**src/logic/cache_defs.svh**
```systemverilog
// cache sizing macros for sets, ways, tag, line data and write-back depth
`ifndef CACHE_DEFS_SVH
`define CACHE_DEFS_SVH

// number of sets in the array
`define CACHE_NUM_SETS 8

// ways per set, must be a power of two
`define CACHE_NUM_WAYS 4

// tag field width
`define CACHE_TAG_BITS 8

// line payload width
`define CACHE_DATA_BITS 64

// write-back buffer entries
`define CACHE_VICTIM_DEPTH 4

`endif

```
**src/logic/cache_pkg.sv**
```systemverilog
// cache package with the line record and the index types shared by the cache
`default_nettype none

`include "cache_defs.svh"

package cache_pkg;

	localparam int SET_BITS = $clog2(`CACHE_NUM_SETS);
	localparam int WAY_BITS = $clog2(`CACHE_NUM_WAYS);

	typedef logic [SET_BITS-1:0] set_idx_t;
	typedef logic [WAY_BITS-1:0] way_idx_t;
	typedef logic [`CACHE_TAG_BITS-1:0] tag_t;

	// one stored line
	typedef struct packed {
		logic valid;
		logic dirty;
		tag_t tag;
		logic [`CACHE_DATA_BITS-1:0] data;
	} cache_line_t;

endpackage

`default_nettype wire

```
**src/logic/victim_if.sv**
```systemverilog
// victim interface carrying one evicted line from the array to the write-back buffer
`timescale 1ns/100ps
`default_nettype none

interface victim_if;
	import cache_pkg::*;

	// one-cycle strobe with the evicted line
	logic push;
	cache_line_t line;
	set_idx_t set_idx;

	// level from the buffer
	logic full;

	modport source (
		output push,
		output line,
		output set_idx,
		input full
	);

	modport sink (
		input push,
		input line,
		input set_idx,
		output full
	);

endinterface

`default_nettype wire

```
**src/logic/victim_fifo.sv**
```systemverilog
// write-back buffer holding evicted lines until memory takes them
`timescale 1ns/100ps
`default_nettype none

`include "cache_defs.svh"

module victim_fifo (
	input logic clock,
	input logic reset,
	victim_if.sink victim,
	input logic taken,
	output logic head_valid,
	output cache_pkg::cache_line_t head_line,
	output cache_pkg::set_idx_t head_idx,
	output logic full
);
	import cache_pkg::*;

	localparam int DEPTH = `CACHE_VICTIM_DEPTH;
	localparam int PTR_BITS = $clog2(DEPTH);
	localparam int CNT_BITS = $clog2(DEPTH + 1);

	cache_line_t mem_line [DEPTH];
	set_idx_t mem_idx [DEPTH];

	logic [PTR_BITS-1:0] wr_ptr;
	logic [PTR_BITS-1:0] rd_ptr;
	logic [CNT_BITS-1:0] count;
	logic push;
	logic pop;

	function automatic logic [PTR_BITS-1:0] next_ptr(input logic [PTR_BITS-1:0] ptr);
		return (ptr == PTR_BITS'(DEPTH - 1)) ? '0 : ptr + 1'b1;
	endfunction

	assign head_valid = (count != '0);
	assign full = (count == CNT_BITS'(DEPTH));
	assign victim.full = full;

	assign push = victim.push && !full;
	assign pop = taken && head_valid;

	assign head_line = mem_line[rd_ptr];
	assign head_idx = mem_idx[rd_ptr];

	always_ff @(posedge clock) begin
		if (reset) begin
			wr_ptr <= '0;
			rd_ptr <= '0;
			count <= '0;
		end else begin
			if (push)
				wr_ptr <= next_ptr(wr_ptr);
			if (pop)
				rd_ptr <= next_ptr(rd_ptr);
			if (push && !pop)
				count <= count + 1'b1;
			else if (pop && !push)
				count <= count - 1'b1;
		end
	end

	// entry payload
	always_ff @(posedge clock) begin
		if (push) begin
			mem_line[wr_ptr] <= victim.line;
			mem_idx[wr_ptr] <= victim.set_idx;
		end
	end

	no_push_when_full: assert property (
		@(posedge clock) disable iff (reset) !(victim.push && full)
	) else $error("victim pushed into a full write-back buffer");

	no_pop_when_empty: assert property (
		@(posedge clock) disable iff (reset) !(taken && !head_valid)
	) else $error("write-back taken with no line pending");

endmodule

`default_nettype wire

```
**src/flat_wrapper.sv**
```systemverilog
// flat-port wrapper written by rule: the top's interface ports become plain ports
module victim_fifo_flat import cache_pkg::*;
  (clock, reset, taken, head_valid, head_line, head_idx, full, victim_push, victim_line, victim_set_idx, victim_full);
  victim_if victim_i ();
  input logic clock;
  input logic reset;
  input logic taken;
  output logic head_valid;
  output cache_pkg::cache_line_t head_line;
  output cache_pkg::set_idx_t head_idx;
  output logic full;
  input wire logic [$bits(victim_i.push)-1:0] victim_push;
  input wire logic [$bits(victim_i.line)-1:0] victim_line;
  input wire logic [$bits(victim_i.set_idx)-1:0] victim_set_idx;
  output wire logic [$bits(victim_i.full)-1:0] victim_full;
  assign victim_i.push = victim_push;
  assign victim_i.line = victim_line;
  assign victim_i.set_idx = victim_set_idx;
  assign victim_full = victim_i.full;
  victim_fifo u_core (.clock(clock), .reset(reset), .victim(victim_i), .taken(taken), .head_valid(head_valid), .head_line(head_line), .head_idx(head_idx), .full(full));
endmodule
```
**config.mk**
```make
export PLATFORM = sky130hd
export DESIGN_NAME = victim_fifo_flat
export DESIGN_NICKNAME = d
export VERILOG_FILES = /design/src/logic/cache_pkg.sv /design/src/logic/victim_if.sv /design/src/logic/victim_fifo.sv /design/src/flat_wrapper.sv
export VERILOG_INCLUDE_DIRS = /design/src /design/src/logic
export SDC_FILE = /design/constraint.sdc
export NUM_CORES = 1
export LEC_CHECK = 0
export BUFFER_PORTS_ARGS = -buffer_cell sky130_fd_sc_hd__buf_2
export CAP_MARGIN = 20
export CELL_PAD_IN_SITES_DETAIL_PLACEMENT = 0
export CELL_PAD_IN_SITES_GLOBAL_PLACEMENT = 1
export CORE_MARGIN = 2
export CORE_UTILIZATION = 54
export DETAILED_ROUTE_END_ITERATION = 12
export PLACE_DENSITY = 0.82
export SLEW_MARGIN = 20
export SYNTH_ARGS = -nofsm -noshare
export SYNTH_HDL_FRONTEND = slang
export SYNTH_SLANG_ARGS = --single-unit
```
**constraint.sdc**
```tcl
create_clock -name clock -period 5.5 [get_ports clock]
set_input_delay 1.1 -clock clock [delete_from_list [all_inputs] [get_ports clock]]
set_output_delay 1.1 -clock clock [all_outputs]
set_load 0.01 [all_outputs]
```
## After elaboration in Yosys (flattened, before gate mapping)

Memories as Yosys holds them, arrays and structs flattened. A register that Yosys moved wholly into a read port is not among the register bits.
Cells that the tools add are included.

| storage, ports and cells | value |
|---|---|
| bits in registers | 7 |
| bits in writable memories | 308 |
| input bits | 81 |
| output and inout port bits | 80 |
| word-level logic and storage cells | 31 |
| memories | 2 |

Memory list:

| memory | depth | width | read ports | clocked after memory_dff | write ports | line | text |
|---|---|---|---|---|---|---|---|
| u_core.mem_line | 4 | 74 | 1 | 1 | 1 | victim_fifo.sv:23 | `cache_line_t mem_line [DEPTH];` |
| u_core.mem_idx | 4 | 3 | 1 | 1 | 1 | victim_fifo.sv:24 | `set_idx_t mem_idx [DEPTH];` |

| cells by class | value |
|---|---|
| $add $sub $neg | 4 |
| eq/ne operators | 3 |
| mux-type cells | 10 |
| reductions and logical operators | 9 |

Operators by type and width:

| kind | count |
|---|---|
| $mux W2 | 6 |
| $mux W3 | 2 |
| $add A2 B1 Y2 const B | 2 |
| $eq A2 B2 Y1 const B | 2 |
| $logic_and A1 B1 Y1 | 4 |
| $add A3 B1 Y3 const B | 1 |
| $eq A3 B3 Y1 const B | 1 |
| $logic_not A1 Y1 | 3 |
| $reduce_bool A3 Y1 | 1 |
| $sub A3 B1 Y3 const B | 1 |
| $mux W1 | 2 |
| $reduce_bool A2 Y1 | 1 |

## Depth between registers and ports, before layout

| depth | value |
|---|---|
| word-level depth | 7 |
| mapped depth | 10 |
| gate-level depth less buffers | 9 |

## Least setup slack after synthesis

OpenSTA, ideal clock, no wires.

| path | value |
|---|---|
| path kind | input to register |
| from | in victim_push |
| to | mem u_core.mem_idx[3][0] in the netlist's numbering (enable) |
| library setup time | 0.444 ns |
| arrival time | 2.947 ns |
| required time | 5.056 ns |
| slack | 2.108 ns |
| cell stages on the path | 1 |
| buffers on the path | 0 |
| path through | and3_1 |

| between the ends | value |
|---|---|
| longest elaborated chain between the ends | 3 |

RTL lines:

| item | line | text |
|---|---|---|
| start, declared | flat_wrapper.sv:12 | `input wire logic [$bits(victim_i.push)-1:0] victim_push;` |
| $logic_and A1 B1 Y1 | victim_fifo.sv:40 | `assign push = victim.push && !full;` |
| $mux W1 | victim_fifo.sv:65 | `if (push) begin` |
| $mux W1 (not written as such) | victim_fifo.sv:67 | `mem_idx[wr_ptr] <= victim.set_idx;` |
| end, declared | victim_fifo.sv:24 |  |

No other way between the ends.

==> results.md <==
- Max Clock Skew: 7.85 ps
- Dpl cells: 873
- CTS Buffer Depth: 3
- Fraction of layout cells with a size suffix above 1: 0.451
- Worst Setup End Kind: primary output
- Port-buffer cells: 160
- Setup TNS: 0 ps
- EDFF count, synth: about 300
- Slew Limit Fails: 0
- Unrepaired setup endpoints after global routing: no
- Core Area: 21100 sq um
- Hold WC Path Type: reg -> reg
- First-pass GRT wire length: about 31000 microns
- Critical Path AT: about 2500 ps
- Mean Syn Cell Area: 25.6 sq um
- WL final: between 20000 and 25000 microns
- DRT Pass-1 Iters: 4
- Clock sink total: 317
- Crit Path Max Fanout: 49
- Num CTS Buffers: 31
- Final hold violation count: 0
- Max Freq: approximately 280 MHz
- Die Width: 151 microns
- Synth area leaders: edfxtp_1, mux4_2, dfxtp_1, buf_12, ha_1
- Total GRT Usage: 0.180
- Die Ht: about 150 microns
- Vias in the first global route: around 5500
- Routed WL per cell: around 22 microns
- Leakage power: around 4.6 nW
- Area leader, netlist: edfxtp_1
- Row count: 53
- Post-synth top cells: edfxtp_1, mux4_2, dfxtp_1
- Design internal power: approximately 4.8 mW
- Comb pwr share: 0.192
- Clock latency on the worst-skew pair: 540 ps
- Placer Congestion: between 0.6 and 0.7
- Worst-Margin Slew: ~750 ps
- TritonCTS clock tree: done
- VDD IR-drop max: roughly 0.00029 V
- Switching share of power: 0.246
- Mapped Cells: 454
- Slew Limit Headroom: 0.503
- Part of the power in the clock network: 0.325
- Overflow after GRT: 0
- Clock transition at the registers of the reported paths: approximately 60 ps
- Resize count post-CTS: 0
- Root Driver: clkbuf_16
- Max Cap Viol: 0
- Final net count: about 700
- Number of hold buffers added after cts: 0
- Antenna Nets Post-Route: 0
- Initial antenna violation count: 3
- Startpoint Class: flip-flop
- Largest net degree at the start of global routing: a little under 80
- Yosys cell types: 25
- # setup viols final: 0
- Pwr/cell area: between 400 and 500 nW/um^2
- Top-area cell type share of the netlist area: 0.796
- Crit share post-route: 0.656
- Final Non-Filler Cells: roughly 930
- Initial drt markers: between 300 and 400
- Main synth FF type: edfxtp_1
- Register bit total from synthesis: 317
- Final Core Density: 0.650
- Async S/R FF share, synth: 0
- Count leader, synth: edfxtp_1
- Register area share after synthesis: 0.811
- Post CTS Setup Buffer Count: 0
- Remaining DRCs: 0
- Post-DP HPWL: 12000 microns
- Number of fillers in the final layout: 1410
- Net Sw Power: ~1.5 mW
- Status: complete, no violations
- Starting Density: 0.551
- Multi-input combinational cell area: roughly 2000 sq um
- Via count: 5229
- Share of power burned in registers: 0.483
- Synthesized area: 11600 sq um
- YS warnings: 0
- Critical Path RT: 4400 ps
- Area delta synth->final: 17.9%
- Fin crit period: between 3000 and 4000 ps
- I/O pin count: 161
- Die area: around 23000 sq um
- Vias per cell: between 5 and 6
- Crit Path Class: reg -> out
- Htree depth: 1
- Net Count, Synth: about 540
- Seq. cell area: roughly 9400 sq um
## cell usage in the layout, fill, tap and decap left out, types with 4 or more instances in the layout
cell,netlist,layout
edfxtp_1,308,308
buf_2,6,160
mux4_2,77,77
clkbuf_16,0,31
clkbuf_1,5,10
clkinv_2,0,8
dfxtp_1,9,7
ha_1,6,6
inv_1,4,4
nor2_1,4,4
and3_4,0,4
bufinv_16,0,4
buf_4,5,4
## per-stage QoR
step	power, mW	worst slack, ps	instance area (sq um)	hold slack (ps)
after floorplan	3.91	2110	11600	463
after global placement	4.28	2380	12700	458
after detailed placement	4.33	2370	12700	486
after CTS	6.38	1790	13700	529
after global routing	6.57	1690	13700	568
final	6.30	1890	13700	529
## worst max-delay path, stage by stage (launching register included)
cell,delay [ps]
dfxtp_4,740
buf_12,420
mux4_2,580
buf_2,160
## area by class of cell
type	instances	share of cell area
flip-flops and latches	317	0.689
clock buffers	42	0.0603
diodes	3	0.000548
well taps	275	0.0251
multi-input cells	111	0.147
repair buffers	166	0.0641
clock inverters	15	0.0128
inverters	5	0.00137
## sequential cells by signal (all words and copies together), names as in the netlist, named ones only
register	flops
u_core.count	3
u_core.wr_ptr	2
u_core.rd_ptr	2
u_core.mem_line	296
u_core.mem_idx	12
## final timing paths
kind | start | endpoint | slack, ps | cells past startpoint
worst max-delay path | flip-flop | head_line[22] | 1890 | 3
worst min-delay path | u_core.rd_ptr[0] | flip-flop | 530 | 2
worst max register to register | u_core.count[0] | u_core.mem_line[0][40] | 3050 | 3
worst min register to register | u_core.rd_ptr[0] | flip-flop | 530 | 2
## per-layer routing
layer | track usage | part of all wire
met5 | 0 | 0.00064
met4 | 0.0449 | 0.011
met3 | 0.0539 | 0.087
met2 | 0.293 | 0.49
met1 | 0.241 | 0.41
## logic make-up (layout without fill, tap and decap cells)
| kind of cell | after synthesis | in the layout | synth area share |
|---|---|---|---|
| AO/OA/AOI/OAI | 7 | 7 | 0.00387 |
| XOR/XNOR | 2 | 2 | 0.00151 |
| adder cells (fa/ha/maj) | 7 | 7 | 0.00818 |
| buffers and inverters | 26 | 228 | 0.0169 |
| flip-flops | 317 | 317 | 0.811 |
| multiplexers | 79 | 79 | 0.151 |
| other | 0 | 3 | 0 |
| AND/OR/NAND/NOR | 16 | 16 | 0.00743 |
## power groups by stage
stage / combinational [mW] / sequential (mW) / clock (mW)
floorplan: 0.879 / 3.03 / 0
global placement: 1.18 / 3.11 / 0
detailed placement: 1.20 / 3.13 / 0
CTS: 1.21 / 3.08 / 2.10
global route: 1.31 / 3.07 / 2.19
finish: 1.21 / 3.04 / 2.05
No activity file was read; power rests on OpenSTA's default activity.
